$ cat src/source/dma_pkg.sv
package dma_pkg;

	// data and address word width
	localparam int WORD_W = 16;

	// words moved per device block, also the address stride per offset
	localparam int BLOCK_WORDS = 4;

	// shift that turns a block index into a word offset and a length into a block count
	localparam int BLOCK_SHIFT = $clog2(BLOCK_WORDS);

	// memory size in words, addresses wrap at this depth
	localparam int MEM_DEPTH = 256;

	// index width into the memory array
	localparam int MEM_ADDR_W = $clog2(MEM_DEPTH);

	// cycles from a memory req strobe to its ack
	localparam int MEM_WAIT = 2;

	// one bus word, used for addresses, lengths, offsets and read data
	typedef logic [WORD_W-1:0] word_t;

	// four packed words, word 0 in the low bits goes to the lowest address
	typedef logic [BLOCK_WORDS-1:0][WORD_W-1:0] block_t;

	// word index inside the memory array
	typedef logic [MEM_ADDR_W-1:0] mem_addr_t;

	// transfer engine states
	typedef enum logic [2:0] {
		DMA_IDLE,
		DMA_REQUEST,
		DMA_FETCH,
		DMA_WRITE,
		DMA_WAIT_ACK,
		DMA_RELEASE
	} dma_state_t;

	// current owner of the shared memory bus
	typedef enum logic [1:0] {
		ARB_IDLE,
		ARB_CPU,
		ARB_DMA
	} arb_owner_t;

endpackage
$ cat src/source/mem_bus_if.sv
interface mem_bus_if import dma_pkg::*; ();

	// one-cycle strobe from the master, never repeated before ack
	logic req;
	// 1 = block write, 0 = single word read
	logic write;
	// word address of the access
	word_t addr;
	// block payload for writes
	block_t wdata;
	// one-cycle strobe from the slave, exactly one per req
	logic ack;
	// read word, valid together with ack
	word_t rdata;

	// bus master side (DMA engine, or the arbiter towards memory)
	modport master (
		output req, write, addr, wdata,
		input  ack, rdata
	);

	// arbiter facing a master
	modport arbiter (
		input  req, write, addr, wdata,
		output ack, rdata
	);

	// arbiter driving the memory
	modport arbiter_out (
		output req, write, addr, wdata,
		input  ack, rdata
	);

	// memory slave side
	modport memory (
		input  req, write, addr, wdata,
		output ack, rdata
	);

endinterface

$ cat src/source/dma_controller.sv
module dma_controller import dma_pkg::*; (
	input  logic       clk,
	input  logic       rst,
	// command from the CPU
	input  logic       cmd_valid,
	input  word_t      cmd_address,
	input  word_t      cmd_length,
	// bus ownership handshake with the arbiter
	output logic       bus_request,
	input  logic       bus_grant,
	// external device
	output logic       dev_valid,
	output word_t      dev_offset,
	input  block_t     dev_data,
	// end of transfer
	output logic       interrupt,
	// memory writes go out through the arbiter
	mem_bus_if.master  bus
);

	dma_state_t state;

	// blocks still to move are counted against this
	word_t block_count;
	// current block index, also shown to the device
	word_t offset;
	// start address latched from the command
	word_t base_addr;
	// write address and block for the pending memory write
	word_t wr_addr;
	block_t wr_data;

	// length in words to whole blocks, the remainder is dropped
	word_t cmd_blocks;
	logic last_block;

	assign cmd_blocks = cmd_length >> BLOCK_SHIFT;
	assign last_block = (offset == block_count - word_t'(1));

	// bus is wanted from the cycle after acceptance until the last ack
	assign bus_request = (state == DMA_REQUEST) || (state == DMA_FETCH) ||
		(state == DMA_WRITE) || (state == DMA_WAIT_ACK);

	// device strobe lasts exactly the one FETCH cycle
	assign dev_valid = (state == DMA_FETCH);
	assign dev_offset = offset;

	// the engine only ever writes
	assign bus.req = (state == DMA_WRITE);
	assign bus.write = 1'b1;
	assign bus.addr = wr_addr;
	assign bus.wdata = wr_data;

	// control path
	always_ff @(posedge clk) begin
		if (rst) begin
			state <= DMA_IDLE;
			block_count <= '0;
			offset <= '0;
			interrupt <= 1'b0;
		end else begin
			// interrupt is a single-cycle pulse
			interrupt <= 1'b0;
			case (state)
				DMA_IDLE: begin
					// commands are only taken here, anything else is dropped
					if (cmd_valid) begin
						block_count <= cmd_blocks;
						offset <= '0;
						// nothing to move, go straight to the interrupt
						if (cmd_blocks == '0)
							state <= DMA_RELEASE;
						else
							state <= DMA_REQUEST;
					end
				end
				DMA_REQUEST: begin
					// first device strobe in the cycle after grant
					if (bus_grant)
						state <= DMA_FETCH;
				end
				DMA_FETCH: begin
					// device data is sampled at the end of this cycle
					state <= DMA_WRITE;
				end
				DMA_WRITE: begin
					state <= DMA_WAIT_ACK;
				end
				DMA_WAIT_ACK: begin
					if (bus.ack) begin
						if (last_block) begin
							state <= DMA_RELEASE;
						end else begin
							offset <= offset + word_t'(1);
							state <= DMA_FETCH;
						end
					end
				end
				DMA_RELEASE: begin
					// request is already low, wait for the arbiter to drop grant
					if (!bus_grant) begin
						interrupt <= 1'b1;
						state <= DMA_IDLE;
					end
				end
				default: state <= DMA_IDLE;
			endcase
		end
	end

	// payload registers
	always_ff @(posedge clk) begin
		if (state == DMA_IDLE && cmd_valid)
			base_addr <= cmd_address;
		// capture the device block and its target address together
		if (state == DMA_FETCH) begin
			wr_data <= dev_data;
			wr_addr <= base_addr + (offset << BLOCK_SHIFT);
		end
	end

endmodule

$ cat src/flat_wrapper.sv
// flat-port wrapper written by rule: the top's interface ports become plain ports
module dma_controller_flat import dma_pkg::*;
  (clk, rst, cmd_valid, cmd_address, cmd_length, bus_request, bus_grant, dev_valid, dev_offset, dev_data, interrupt, bus_req, bus_write, bus_addr, bus_wdata, bus_ack, bus_rdata);
  mem_bus_if bus_i ();
  input  logic clk;
  input  logic rst;
  input  logic cmd_valid;
  input  word_t cmd_address;
  input  word_t cmd_length;
  output logic bus_request;
  input  logic bus_grant;
  output logic dev_valid;
  output word_t dev_offset;
  input  block_t dev_data;
  output logic interrupt;
  output wire logic [$bits(bus_i.req)-1:0] bus_req;
  output wire logic [$bits(bus_i.write)-1:0] bus_write;
  output wire logic [$bits(bus_i.addr)-1:0] bus_addr;
  output wire logic [$bits(bus_i.wdata)-1:0] bus_wdata;
  input wire logic [$bits(bus_i.ack)-1:0] bus_ack;
  input wire logic [$bits(bus_i.rdata)-1:0] bus_rdata;
  assign bus_req = bus_i.req;
  assign bus_write = bus_i.write;
  assign bus_addr = bus_i.addr;
  assign bus_wdata = bus_i.wdata;
  assign bus_i.ack = bus_ack;
  assign bus_i.rdata = bus_rdata;
  dma_controller u_core (.clk(clk), .rst(rst), .cmd_valid(cmd_valid), .cmd_address(cmd_address), .cmd_length(cmd_length), .bus_request(bus_request), .bus_grant(bus_grant), .dev_valid(dev_valid), .dev_offset(dev_offset), .dev_data(dev_data), .interrupt(interrupt), .bus(bus_i));
endmodule
$ cat config.mk
export PLATFORM = sky130hd
export DESIGN_NAME = dma_controller_flat
export DESIGN_NICKNAME = d
export VERILOG_FILES = /design/src/source/dma_pkg.sv /design/src/source/mem_bus_if.sv /design/src/source/dma_controller.sv /design/src/flat_wrapper.sv
export SDC_FILE = /design/constraint.sdc
export NUM_CORES = 1
export LEC_CHECK = 0
export BUFFER_PORTS_ARGS = -buffer_cell sky130_fd_sc_hd__clkbuf_2
export CAP_MARGIN = 0
export CORE_MARGIN = 2
export CORE_UTILIZATION = 45
export CTS_BUF_LIST = sky130_fd_sc_hd__clkbuf_2 sky130_fd_sc_hd__clkbuf_4 sky130_fd_sc_hd__clkbuf_8
export CTS_CLUSTER_DIAMETER = 80
export CTS_CLUSTER_SIZE = 10
export DETAILED_ROUTE_END_ITERATION = 16
export GPL_TIMING_DRIVEN = 0
export PLACE_DENSITY = 0.79
export SLEW_MARGIN = 20
export SYNTH_ARGS = -nofsm -noshare
export SYNTH_HDL_FRONTEND = slang
export SYNTH_SLANG_ARGS = --single-unit
$ cat constraint.sdc
create_clock -name clk -period 6.85 [get_ports clk]
set_input_delay 1.0275 -clock clk [delete_from_list [all_inputs] [get_ports clk]]
set_output_delay 1.0275 -clock clk [all_outputs]
set_load 0.1 [all_outputs]
==> results.md <==
* Result of the run: completed
* Most frequent cells after synthesis: sky130_fd_sc_hd__edfxtp_1, sky130_fd_sc_hd__nand2_1, sky130_fd_sc_hd__a21oi_1, sky130_fd_sc_hd__dfxtp_1, sky130_fd_sc_hd__xnor2_1
* TritonCTS clock tree: done
* Number of placement rows at 40
* Final Skew at ~0.011 ns
* Count of inserted antenna diode cells at 0
* Post-Synth Adder-Cell Area at 0.0367
* Crit path capture type: output port
* Total wirelength of the detailed-routed design at between 10 and 15 mm
* Share of Yosys cell area claimed by the top area cell type at 0.510
* H-tree Lvls at 4
* # DRC at 0
* Area fraction in compound gates after synthesis at 0.0996
* Number of max-capacitance violations reported at 0
* Latest clock arrival within the worst-skew pair at around 0.44 ns
* Final Non-Filler Cells at ~860
* Largest cells by area after synthesis: sky130_fd_sc_hd__edfxtp_1, sky130_fd_sc_hd__dfxtp_1, sky130_fd_sc_hd__xnor2_1
* Number of vias in the routed layout at between 4,000 and 5,000
* Synth Warn # at 0
* Largest net degree at the start of global routing at 26
* Post-synthesis to final-layout area growth at 30.6%
* Die height at around 120 um
* PostCTS Resize Cnt at 0
* Worst supply voltage drop on vdd at 0.153 mV
* Top FF cell, synth: sky130_fd_sc_hd__edfxtp_1
* Vias in the first global route at roughly 4,300
* Post-place setup slack at between 3 and 4 ns
* CP peak stage delay at 0.67 ns
* P_leak at 3.07 nW
* Synth cell types at between 60 and 70
* Post-Place Cells at 827
* Post-CTS Setup Repair Bufs at 0
* RePlAce Congestion at roughly 0.83
* Max frequency at ~250 MHz
* Net total in the final layout at between 800 and 900
* Top-level port count at ~220
* Worst-path cell with the longest stage delay: sky130_fd_sc_hd__nor3_4
* Mux share of post-synthesis cell area at 0.00177
* Proportion of synthesized chip area in sequential cells at 0.630
* Quantity of I/O buffers inserted on ports at about 200
* Critical path startpoint category: register
* Unrepaired setup endpoints after global routing: false
* Post-route total power at 2.11 mW
* Number of clock buffers inserted by TritonCTS at 17
* Total die area at 13,500 um2
* Worst min path class: register to register
* Slew at the pin closest to its max-slew limit at 0.897 ns
* Standard cell core area at roughly 12,000 um2
* Critical setup path kind: register to output port
* Setup slack after layout at approximately 2.9 ns
* Util after Layout at 0.607
* EDFF count, synth at 96
* Sum of net half-perimeters after detailed placement at 10.8 mm
* Flip-flop and latch count after synthesis at 130
* GR Overflow Total at 0
* Simple logic cell fraction of the synthesized area at 0.145
* Antenna violations before repair at 0
* Cell chain of the critical path: clkbuf_1 > inv_1 > nor3_4 > buf_8 > buf_8 > clkbuf_2
* Wire length per cell after detailed routing at about 16 um
* Cell depth of the worst hold path at 0
* Ratio of routed vias to standard cells at between 5 and 6
* Floorplan die width at around 120 um
* Fill cell total of the finished layout at between 900 and 1,000
* Time the worst path needs with I/O delays and setup at 3.94 ns
* Cell occurring most often along the worst timing path: sky130_fd_sc_hd__buf_8
* Cell type with the largest total area after synthesis: sky130_fd_sc_hd__edfxtp_1
* Fraction of layout instances using a drive strength above 1 at 0.370
* Initial standard-cell utilization of the core at 0.465
* Xor and xnor fraction of the mapped netlist area at 0.0556
* Share of synthesized flip-flops with an asynchronous set or reset at 0
* Dominant cell by count in the synthesized netlist: sky130_fd_sc_hd__edfxtp_1
* Net Count, Synth at 590
* Wire length of the first global-routing pass at ~20 mm
* Number of search-and-repair iterations in the first detailed-routing pass at 5
* Number of DRC violations after detailed-routing iteration 0 at approximately 320
* Final count of hold timing violations at 0
* Global Route Usage Sum at 0.204
* Hold-fix buffers, CTS at 0
* Residual antenna-violating net count after detailed routing at 0
* Worst path required time at 5.82 ns
* CTS root buffer: sky130_fd_sc_hd__clkbuf_8
* Syn Std Cell Area at 5650 um2
* Setup violators final at 0
* Worst Reg2Reg Path Length in Cells at 10
* Dominant combinational cell family by area after synthesis: simple AND/OR/NAND/NOR gates
* Post-route clock period utilization at 0.575
* Clk pin slew, worst setup/hold paths at ~0.07 ns
* Max FO, Critical Path at 19
* Signal arrival time at the worst endpoint at 2.91 ns
* Clock sinks at 130
* Clk buf depth at 2
* Post-synthesis average cell area at approximately 12 um2
* Relative slew slack at 0.398
* Post-synthesis cell count at 457
* Power per unit of standard cell area at around 290 nW/um2
* Pins over their slew limit at 0
==> per-stage QoR <==
stage | hold WS [ns] | instance area (um2) | TNS, ns
3_3_place_gp | 0.401 | 6860 | -0.0108
3_5_place_dp | 0.406 | 6930 | 0
6_report | 0.421 | 7380 | 0
2_1_floorplan | 0.400 | 5660 | 0
5_1_grt | 0.437 | 7380 | 0
4_1_cts | 0.420 | 7380 | 0
==> final cells by class <==
class	instances	area, um2	share of cell area
Inverter	14	52.6	0.00712
Buffer	17	120	0.0163
Clock buffer	18	241	0.0327
Tap cell	168	210	0.0285
Multi-Input combinational cell	296	1930	0.261
Clock inverter	12	214	0.0290
Timing Repair Buffer	202	1050	0.142
Sequential cell	130	3560	0.483
==> layout by cell type, fill, tap and decap left out, types with 7 or more instances in the layout <==
cell / netlist / layout
sky130_fd_sc_hd__o21ai_0: 8 / 8
sky130_fd_sc_hd__clkbuf_8: 1 / 18
sky130_fd_sc_hd__xnor2_1: 24 / 24
sky130_fd_sc_hd__and3_1: 8 / 8
sky130_fd_sc_hd__ha_1: 15 / 15
sky130_fd_sc_hd__clkbuf_2: 0 / 198
sky130_fd_sc_hd__nor3_1: 11 / 10
sky130_fd_sc_hd__or3_1: 11 / 11
sky130_fd_sc_hd__a21oi_1: 37 / 37
sky130_fd_sc_hd__a31oi_1: 7 / 7
sky130_fd_sc_hd__edfxtp_1: 96 / 96
sky130_fd_sc_hd__clkbuf_1: 7 / 7
sky130_fd_sc_hd__nor4_1: 8 / 8
sky130_fd_sc_hd__or4_1: 9 / 9
sky130_fd_sc_hd__inv_1: 13 / 13
sky130_fd_sc_hd__dfxtp_1: 34 / 34
sky130_fd_sc_hd__xor2_1: 10 / 10
sky130_fd_sc_hd__nand2_1: 53 / 53
sky130_fd_sc_hd__nor2_1: 19 / 19
==> sequential cells by signal, indices dropped and copies added, names as in the netlist <==
name and count:
u_core.base_addr 16, u_core.bus.wdata 64, u_core.interrupt 1, u_core.state 3, u_core.block_count 14, u_core.dev_offset 16, u_core.bus.addr 16
==> worst max-delay path: cells and delay by family (launching register included) <==
family                 cells  cell delay, ns
DFF                        1            0.31
and+or+nand+nor            1            0.67
buffers and inverters      5            1.47
==> report_power, final <==
group | internal [mW] | switching (mW)
Sequential | 0.900 | 0.0236
Clock | 0.466 | 0.282
Combinational | 0.110 | 0.326
Total | 1.48 | 0.632
==> layer usage <==
layer	share of wire	vias to the layer above	GRT usage	routed length, um
li1	-	2153	-	-
met1	0.36	2124	0.203	4940
met2	0.54	191	0.379	7440
met3	0.081	28	0.0586	1120
met4	0.028	0	0.110	383
met5	0	-	0	0
==> final timing paths <==
check | start | slack (ns) | end
worst max-delay path | u_core.state[1] | 2.91 | dev_valid
worst max register to register | u_core.dev_offset[0] | 3.88 | u_core.bus.addr[14]
worst min register to register | u_core.base_addr[1] | 0.42 | u_core.bus.addr[1]
worst min-delay path | u_core.base_addr[1] | 0.42 | u_core.bus.addr[1]
==> cells by family after synthesis <==
logic type | after synthesis
other cells | 1
mux | 1
xor+xnor | 35
compound gates | 89
flops | 130
buf+inv | 31
simple gates | 154
fa+ha+maj | 16
No activity file was read; power rests on OpenSTA's default activity.
