$ cat config.mk
export PLATFORM = sky130hd
export DESIGN_NAME = bus_arbiter_flat
export DESIGN_NICKNAME = d
export VERILOG_FILES = /design/src/source/dma_pkg.sv /design/src/source/mem_bus_if.sv /design/src/source/bus_arbiter.sv /design/src/flat_wrapper.sv
export SDC_FILE = /design/constraint.sdc
export NUM_CORES = 1
export LEC_CHECK = 0
export ABC_AREA = 1
export BUFFER_PORTS_ARGS = -buffer_cell sky130_fd_sc_hd__buf_2
export CAP_MARGIN = 25
export CORE_AREA = 10 10 84 86
export DETAILED_ROUTE_END_ITERATION = 8
export DIE_AREA = 0 0 94 96
export HOLD_SLACK_MARGIN = 0.02
export PLACE_DENSITY = 0.81
export SLEW_MARGIN = 30
export SYNTH_ARGS = -nofsm -noshare
export SYNTH_HDL_FRONTEND = slang
export SYNTH_SLANG_ARGS = --single-unit
$ cat constraint.sdc
create_clock -name clk -period 3.05 [get_ports clk]
set_clock_uncertainty 0.1 [all_clocks]
set_input_delay 0.61 -clock clk [delete_from_list [all_inputs] [get_ports clk]]
set_output_delay 0.61 -clock clk [all_outputs]
set_load 0.02 [all_outputs]
$ cat src/source/dma_pkg.sv
package dma_pkg;

	// data and address word width
	localparam int WORD_W = 16;

	// words moved per device block, also the address stride per offset
	localparam int BLOCK_WORDS = 4;

	// shift that turns a block index into a word offset and a length into a block count
	localparam int BLOCK_SHIFT = $clog2(BLOCK_WORDS);

	// memory size in words, addresses wrap at this depth
	localparam int MEM_DEPTH = 256;

	// index width into the memory array
	localparam int MEM_ADDR_W = $clog2(MEM_DEPTH);

	// cycles from a memory req strobe to its ack
	localparam int MEM_WAIT = 2;

	// one bus word, used for addresses, lengths, offsets and read data
	typedef logic [WORD_W-1:0] word_t;

	// four packed words, word 0 in the low bits goes to the lowest address
	typedef logic [BLOCK_WORDS-1:0][WORD_W-1:0] block_t;

	// word index inside the memory array
	typedef logic [MEM_ADDR_W-1:0] mem_addr_t;

	// transfer engine states
	typedef enum logic [2:0] {
		DMA_IDLE,
		DMA_REQUEST,
		DMA_FETCH,
		DMA_WRITE,
		DMA_WAIT_ACK,
		DMA_RELEASE
	} dma_state_t;

	// current owner of the shared memory bus
	typedef enum logic [1:0] {
		ARB_IDLE,
		ARB_CPU,
		ARB_DMA
	} arb_owner_t;

endpackage
$ cat src/source/mem_bus_if.sv
interface mem_bus_if import dma_pkg::*; ();

	// one-cycle strobe from the master, never repeated before ack
	logic req;
	// 1 = block write, 0 = single word read
	logic write;
	// word address of the access
	word_t addr;
	// block payload for writes
	block_t wdata;
	// one-cycle strobe from the slave, exactly one per req
	logic ack;
	// read word, valid together with ack
	word_t rdata;

	// bus master side (DMA engine, or the arbiter towards memory)
	modport master (
		output req, write, addr, wdata,
		input  ack, rdata
	);

	// arbiter facing a master
	modport arbiter (
		input  req, write, addr, wdata,
		output ack, rdata
	);

	// arbiter driving the memory
	modport arbiter_out (
		output req, write, addr, wdata,
		input  ack, rdata
	);

	// memory slave side
	modport memory (
		input  req, write, addr, wdata,
		output ack, rdata
	);

endinterface

$ cat src/source/bus_arbiter.sv
module bus_arbiter import dma_pkg::*; (
	input  logic           clk,
	input  logic           rst,
	// DMA ownership handshake
	input  logic           bus_request,
	output logic           bus_grant,
	// CPU single-word read port
	input  logic           cpu_rd_strobe,
	input  word_t          cpu_rd_addr,
	output logic           cpu_rd_done,
	output word_t          cpu_rd_data,
	// DMA accesses come in here
	mem_bus_if.arbiter     dma_side,
	// and leave towards the memory here
	mem_bus_if.arbiter_out mem_side
);

	arb_owner_t owner;

	// one held CPU read
	logic pend_valid;
	word_t pend_addr;
	// registered strobe that issues the CPU read
	logic cpu_req;
	// a new read is accepted only when none is held
	logic cpu_take;

	assign cpu_take = cpu_rd_strobe && !pend_valid;

	assign bus_grant = (owner == ARB_DMA);

	// memory side follows the owner, DMA accesses pass straight through
	assign mem_side.req = cpu_req || ((owner == ARB_DMA) && dma_side.req);
	assign mem_side.write = (owner == ARB_DMA) && dma_side.write;
	assign mem_side.addr = (owner == ARB_CPU) ? pend_addr : dma_side.addr;
	assign mem_side.wdata = dma_side.wdata;

	// acknowledge goes back only to whoever owns the bus
	assign dma_side.ack = (owner == ARB_DMA) && mem_side.ack;
	assign dma_side.rdata = mem_side.rdata;
	assign cpu_rd_done = (owner == ARB_CPU) && mem_side.ack;
	assign cpu_rd_data = mem_side.rdata;

	always_ff @(posedge clk) begin
		if (rst) begin
			owner <= ARB_IDLE;
			pend_valid <= 1'b0;
			cpu_req <= 1'b0;
		end else begin
			cpu_req <= 1'b0;
			if (cpu_take)
				pend_valid <= 1'b1;
			case (owner)
				ARB_IDLE: begin
					// a held or fresh CPU read wins over the DMA
					if (pend_valid || cpu_take) begin
						owner <= ARB_CPU;
						cpu_req <= 1'b1;
					end else if (bus_request) begin
						owner <= ARB_DMA;
					end
				end
				ARB_CPU: begin
					if (mem_side.ack) begin
						owner <= ARB_IDLE;
						pend_valid <= 1'b0;
					end
				end
				ARB_DMA: begin
					// grant falls the cycle after request falls
					if (!bus_request)
						owner <= ARB_IDLE;
				end
				default: owner <= ARB_IDLE;
			endcase
		end
	end

	// read address is held until the read is issued
	always_ff @(posedge clk) begin
		if (cpu_take)
			pend_addr <= cpu_rd_addr;
	end

endmodule

$ cat src/flat_wrapper.sv
// flat-port wrapper written by rule: the top's interface ports become plain ports
module bus_arbiter_flat import dma_pkg::*;
  (clk, rst, bus_request, bus_grant, cpu_rd_strobe, cpu_rd_addr, cpu_rd_done, cpu_rd_data, dma_side_req, dma_side_write, dma_side_addr, dma_side_wdata, dma_side_ack, dma_side_rdata, mem_side_req, mem_side_write, mem_side_addr, mem_side_wdata, mem_side_ack, mem_side_rdata);
  mem_bus_if dma_side_i ();
  mem_bus_if mem_side_i ();
  input  logic clk;
  input  logic rst;
  input  logic bus_request;
  output logic bus_grant;
  input  logic cpu_rd_strobe;
  input  word_t cpu_rd_addr;
  output logic cpu_rd_done;
  output word_t cpu_rd_data;
  input wire logic [$bits(dma_side_i.req)-1:0] dma_side_req;
  input wire logic [$bits(dma_side_i.write)-1:0] dma_side_write;
  input wire logic [$bits(dma_side_i.addr)-1:0] dma_side_addr;
  input wire logic [$bits(dma_side_i.wdata)-1:0] dma_side_wdata;
  output wire logic [$bits(dma_side_i.ack)-1:0] dma_side_ack;
  output wire logic [$bits(dma_side_i.rdata)-1:0] dma_side_rdata;
  output wire logic [$bits(mem_side_i.req)-1:0] mem_side_req;
  output wire logic [$bits(mem_side_i.write)-1:0] mem_side_write;
  output wire logic [$bits(mem_side_i.addr)-1:0] mem_side_addr;
  output wire logic [$bits(mem_side_i.wdata)-1:0] mem_side_wdata;
  input wire logic [$bits(mem_side_i.ack)-1:0] mem_side_ack;
  input wire logic [$bits(mem_side_i.rdata)-1:0] mem_side_rdata;
  assign dma_side_i.req = dma_side_req;
  assign dma_side_i.write = dma_side_write;
  assign dma_side_i.addr = dma_side_addr;
  assign dma_side_i.wdata = dma_side_wdata;
  assign dma_side_ack = dma_side_i.ack;
  assign dma_side_rdata = dma_side_i.rdata;
  assign mem_side_req = mem_side_i.req;
  assign mem_side_write = mem_side_i.write;
  assign mem_side_addr = mem_side_i.addr;
  assign mem_side_wdata = mem_side_i.wdata;
  assign mem_side_i.ack = mem_side_ack;
  assign mem_side_i.rdata = mem_side_rdata;
  bus_arbiter u_core (.clk(clk), .rst(rst), .bus_request(bus_request), .bus_grant(bus_grant), .cpu_rd_strobe(cpu_rd_strobe), .cpu_rd_addr(cpu_rd_addr), .cpu_rd_done(cpu_rd_done), .cpu_rd_data(cpu_rd_data), .dma_side(dma_side_i), .mem_side(mem_side_i));
endmodule
==> results of run 1 <==
==> per-layer routing <==
metal | global-route usage | share of wire | up-vias
met5 | 0.005556 | 0 | -
met4 | 0.06456 | 0.049 | 0
met3 | 0.1377 | 0.32 | 32
met2 | 0.1486 | 0.41 | 154
met1 | 0.06743 | 0.23 | 399
li1 | - | - | 441
==> layout make-up <==
cell class	count	area [sq um]	share of cell area
inverter	10	37.54	0.02849
tap	72	90.09	0.06838
clock buffer	3	41.29	0.03134
timing repair buffer	60	302.8	0.2298
multi-input combinational	69	281.5	0.2137
clock inverter	1	3.754	0.002849
sequential	20	560.5	0.4255
==> cell usage after synthesis <==
master	number	area (sq um)
o21ai_0	1	5.000
buf_6	1	11.26
inv_1	8	30.03
a21o_1	1	7.510
nor2_1	9	33.78
nand3_1	5	25.02
nor2_4	1	11.26
edfxtp_1	16	480.5
a21oi_1	1	5.000
dfxtp_1	4	80.08
nand2_1	50	187.7
inv_2	2	7.510
o22ai_1	1	6.260
buf_4	97	728.2
==> worst register-to-register path: cells and delay by family, from the launching register on <==
family        cells  cell delay, ps
buf+inv           2             290
simple gates      3             520
flops             1             400
==> cell families (layout without fill, tap and decap cells) <==
family                 after synthesis  count (layout)  synth area share
AOI/OAI and AO/OA                    4               4           0.01468
buffers and inverters              108              74            0.4799
and+or+nand+nor                     65              65            0.1592
DFF                                 20              20            0.3462
==> sequential cells by signal (all words and copies together) (netlist names) <==
signal / flops
u_core.cpu_req: 1
u_core.owner: 2
u_core.pend_addr: 16
u_core.pend_valid: 1
==> worst paths after layout <==
| check | endpoint | start | slack (ps) | depth (start not counted) |
|---|---|---|---|---|
| min | u_core.pend_addr[12] | cpu_rd_addr[12] | 420 | 1 |
| max | cpu_rd_done | u_core.owner[0] | 730 | 5 |
| max reg2reg | u_core.pend_valid | u_core.owner[0] | 1620 | 5 |
| min reg2reg | u_core.owner[1] | u_core.owner[1] | 480 | 2 |
==> per-stage QoR <==
step	worst slack, ps	hold slack, ps
final	733.2	423.3
after global routing	590.3	416.4
after CTS	722.0	423.8
after detailed placement	1002	465.4
after global placement	1080	444.9
after floorplan	1120	424.1
==> where the power goes <==
| part | switching, W | internal [W] |
|---|---|---|
| clock | 0.0000847 | 0.0000896 |
| sequential | 0.0000107 | 0.000319 |
| combinational | 0.000156 | 0.0000778 |
==> impl_metrics.yaml, run 1 <==
timing:
  hold_viol: 0
  fin_crit_ps: 2317
  fin_crit_sh: 0.7596
  finalSetupTns_ps: 0
  tightestPinTransition_ps: 368.2
  rsz0062_at_grt: "no"
  max_freq_mhz: 431.6
  drv_slew: 0
  slew_headroom: 0.7539
  setup_viol: 0
yosys:
  syn-num-nets: 316
  synth_area_per_cell_sq_um: 8.219
  ys_types: 14
  syn_inst: 197
  ys_ff_latch: 20
  seq_area_frac_synth: 0.3462
  yosys_warnings: 0
  syn-cell-area_sq_um: 1619
clocking:
  cts_inserted_buffers: 3
  clock_path_buffers: 2
  cts_root_buffer: "clkbuf_8"
  clkSinkCount: 20
  h-tree-depth: 1
  cts_tree: "done"
  path_clk_slew_ps: 70
  cts_hold_buf: 0
  cts_setup_buffers: 0
  clk_latency_ps: 250
  ctsResizeCount: 0
floorplan:
  die_y_um: 96
  start_util: 0.2995
  fp.dieW_um: 94
  die_area_sq_um: 9024
  io-pin-count: 236
  num_rows: 27
  core_sq_um: 5405
place:
  post_dp_cell_area_sq_um: 1272
  dp.cells: 231
  place_congestion: 0.8048
  io_buffers: 59
setup_path:
  arrival_ps: 1610
  cp.required_ps: 2340
  cp_num_buf_inv: 3
  path_cells: "inv_2, nor2_4, inv_2, nor2_1, buf_2"
  crit_slowest_cell: "dfxtp_1"
  path_common_cell: "inv_2"
  critPathTopFamily: "buffers and inverters"
  worstSetupEndpointType: "output pin"
  cp_max_fo: 17
  max_stage_delay_ps: 400
  worst_setup_path_start_kind: "flip-flop"
  path_class: "reg -> out"
status:
  outcome: "finished clean"
drt:
  ant_nets: 0
  drt_first_iter_violations: 24
  postRouteWirelength_um: 5191
  routedWlPerCell_um: 22.09
  dr_total_vias: 1026
  drc_errors: 0
  avgViaCountPerCell: 4.366
  drt_pass1_iterations: 4
global_routing:
  track_usage: 0.1027
  grt_pass1_wl_um: 6948
  grt_max_degree: 18
  grt_pass1_vias: 1175
  antenna_found_initial: 0
  grt_overflow: 0
cells_and_area:
  stdcell_count: 235
  n_fill_cell: 587
  fin_area_sq_um: 1318
  final_common_cell: "buf_2"
  final_util: 0.2438
  layout_common_cells: "buf_2 (59), nand2_1 (50), edfxtp_1 (16)"
  num_antenna_cells: 0
  layout-drive-gt1-share: 0.4049
  area.growth.synth_to_final_pct: -18.62
  fin_nets: 283
pwr:
  report.power.total_w: 0.0007382
  leakage_nw: 0.6873
  power_density_nw_per_um2: 560.3
  ir_drop_uv: 297.4
min_path:
  hold_path_class: "in -> reg"
job:
  cap_violations: 0
Note: power is estimated with default switching activity, not from simulation.
==> inputs of run 2 (changes only) <==
--- a/config.mk
+++ b/config.mk
@@ -8,11 +8,12 @@
 export ABC_AREA = 1
 export BUFFER_PORTS_ARGS = -buffer_cell sky130_fd_sc_hd__buf_2
 export CAP_MARGIN = 25
-export CORE_AREA = 10 10 84 86
+export CORE_ASPECT_RATIO = 1.75
+export CORE_MARGIN = 10
+export CORE_UTILIZATION = 27
 export DETAILED_ROUTE_END_ITERATION = 8
-export DIE_AREA = 0 0 94 96
 export HOLD_SLACK_MARGIN = 0.02
-export PLACE_DENSITY = 0.81
+export PLACE_DENSITY = 0.77
 export SLEW_MARGIN = 30
 export SYNTH_ARGS = -nofsm -noshare
 export SYNTH_HDL_FRONTEND = slang
==> constraint.sdc (replaced) <==
create_clock -name clk -period 2.1 [get_ports clk]
set_clock_uncertainty 0.1 [all_clocks]
set_input_delay 0.42 -clock clk [delete_from_list [all_inputs] [get_ports clk]]
set_output_delay 0.42 -clock clk [all_outputs]
set_load 0.02 [all_outputs]
==> run 2 against run 1 <==
Net effect: die area rose by 6.6%; final area rose by 1.7%; worst setup slack got worse by 520 ps; register-to-register slack got worse by 710 ps; worst hold slack got worse by 190 ps; power rose by 45%; sequential share of layout area fell by 0.72 points; via count barely moved; global-route usage rose by 2.7 points; combinational power rose by 47%.
==> impl_metrics.yaml, run 2 (synthesis results as in run 1) <==
floorplan:
  start_util: 0.2776
  die_area_sq_um: 9616
  die_y_um: 122.4
  core_sq_um: 5833
  io-pin-count: 236
  num_rows: 37
  fp.dieW_um: 78.54
cells_and_area:
  largestRegisters: "u_core.pend_addr (16), u_core.owner (2)"
  num_antenna_cells: 0
  final_common_cell: "buf_2"
  fin_nets: 285
  largest_register: "u_core.pend_addr"
  area.growth.synth_to_final_pct: -17.23
  layout_common_cells: "buf_2 (59), nand2_1 (50), edfxtp_1 (16)"
  n_fill_cell: 682
  largest_register_ffs: 16
  final_util: 0.2297
  layout-drive-gt1-share: 0.4121
setup_path:
  arrival_ps: 1370
  critPathTopFamily: "buffers and inverters"
  path_class: "reg -> out"
  path_common_cell: "inv_2"
  path_cells: "inv_2, nor2_4, inv_2, nor2_1, buf_2"
  cp_max_fo: 17
  r2r_start: "u_core.owner[0]"
  r2r-end: "u_core.pend_valid"
  startpoint: "u_core.owner[0]"
  worst_setup_path_start_kind: "flip-flop"
  max_stage_delay_ps: 380
  crit_slowest_cell: "dfxtp_1"
  cp.required_ps: 1580
  r2r_cells: 5
  cp_num_buf_inv: 3
  r2r_setup_slack_ps: 910
  worstSetupEndpointType: "output pin"
global_routing:
  grt_pass1_wl_um: 8562
  grt_pass1_vias: 1134
  grt_max_degree: 18
  grt_overflow: 0
  track_usage: 0.1294
  antenna_found_initial: 0
clocking:
  ctsResizeCount: 0
  cts_root_buffer: "clkbuf_8"
  path_clk_slew_ps: 70
  clkSinkCount: 20
  clk_latency_ps: 250
  cts_hold_buf: 0
  cts_tree: "done"
  cts_inserted_buffers: 3
  clock_path_buffers: 2
  cts_setup_buffers: 0
  h-tree-depth: 1
min_path:
  hold_depth: 1
  hold_start: "cpu_rd_addr[5]"
  hold_path_class: "in -> reg"
  worstHoldEndpoint: "u_core.pend_addr[5]"
drt:
  avgViaCountPerCell: 4.218
  dr_total_vias: 1025
  drc_errors: 0
  routedWlPerCell_um: 27.67
  drt_first_iter_violations: 40
  postRouteWirelength_um: 6724
  ant_nets: 0
  drt_pass1_iterations: 6
timing:
  drv_slew: 0
  max_freq_mhz: 528.6
  fin_crit_sh: 0.9008
  rsz0062_at_grt: "no"
  slew_headroom: 0.7959
  setup_slack_ps: 208.4
  fin_crit_ps: 1892
  tightestPinTransition_ps: 303.0
  setup_viol: 0
  finalSetupTns_ps: 0
  hold_viol: 0
pwr:
  leakage_nw: 0.6971
  pwr-share-clk: 0.232
  swShare: 0.3307
  ir_drop_uv: 462.6
  p_seq_frac: 0.446
  p_sw_w: 0.0003546
  p_comb_frac: 0.322
  p_int_w: 0.0007175
  power_density_nw_per_um2: 800.0
status:
  outcome: "finished clean"
place:
  hpwlAfterDp_um: 6358
  io_buffers: 59
  place_congestion: 0.7721
  pre_cts_slack_ps: 471.8
job:
  cap_violations: 0
[run 2: cell count changes in the layout (fill, tap and decap cells not counted)]
cell and delta:
clkinv_1 -1, buf_4 +2, clkbuf_1 +1
[run 2: worst max path at each step]
stage | to | slack, ps | cells past startpoint
after CTS | cpu_rd_done | 190 | 5
after global placement | mem_side_addr[12] | 500 | 6
final | cpu_rd_done | 210 | 5
after floorplan | dma_side_ack | 360 | 4
after detailed placement | cpu_rd_done | 470 | 5
after global routing | cpu_rd_done | 60 | 5
[run 2: metal layers]
metal,part of all wire,wire length [um],vias up,GRT usage
met1,0.12,806,399,0.04064
met5,0,0,-,0
met3,0.40,2668,73,0.2313
li1,-,-,448,-
met2,0.37,2514,105,0.1663
met4,0.11,734,0,0.1509
[run 2: through the flow]
stage | power (W) | cells | area [sq um] | hold slack (ps)
after global placement | 0.0008332 | 239 | 1295 | 449.3
after global routing | 0.001135 | 243 | 1340 | 228.8
final | 0.001072 | 243 | 1340 | 235.8
after detailed placement | 0.0008394 | 239 | 1295 | 452.4
after CTS | 0.001088 | 243 | 1340 | 230.7
after floorplan | 0.0009734 | 197 | 1619 | 418.9
[run 2: layout make-up]
class	count	area, sq um	area share
Sequential cell	20	560.5	0.4183
Timing Repair Buffer	62	317.8	0.2372
Multi-Input combinational cell	69	281.5	0.2101
Tap cell	78	97.59	0.07283
Clock buffer	4	45.04	0.03361
Inverter	10	37.54	0.02801
[run 2: power groups by stage]
| stage | Clock (W) | Combinational [W] | Sequential, W |
|---|---|---|---|
| floorplan | 0 | 0.000489 | 0.000484 |
| global placement | 0 | 0.000347 | 0.000487 |
| detailed placement | 0 | 0.000352 | 0.000487 |
| CTS | 0.000256 | 0.000354 | 0.000478 |
| global route | 0.000269 | 0.000386 | 0.000481 |
| finish | 0.000249 | 0.000345 | 0.000478 |
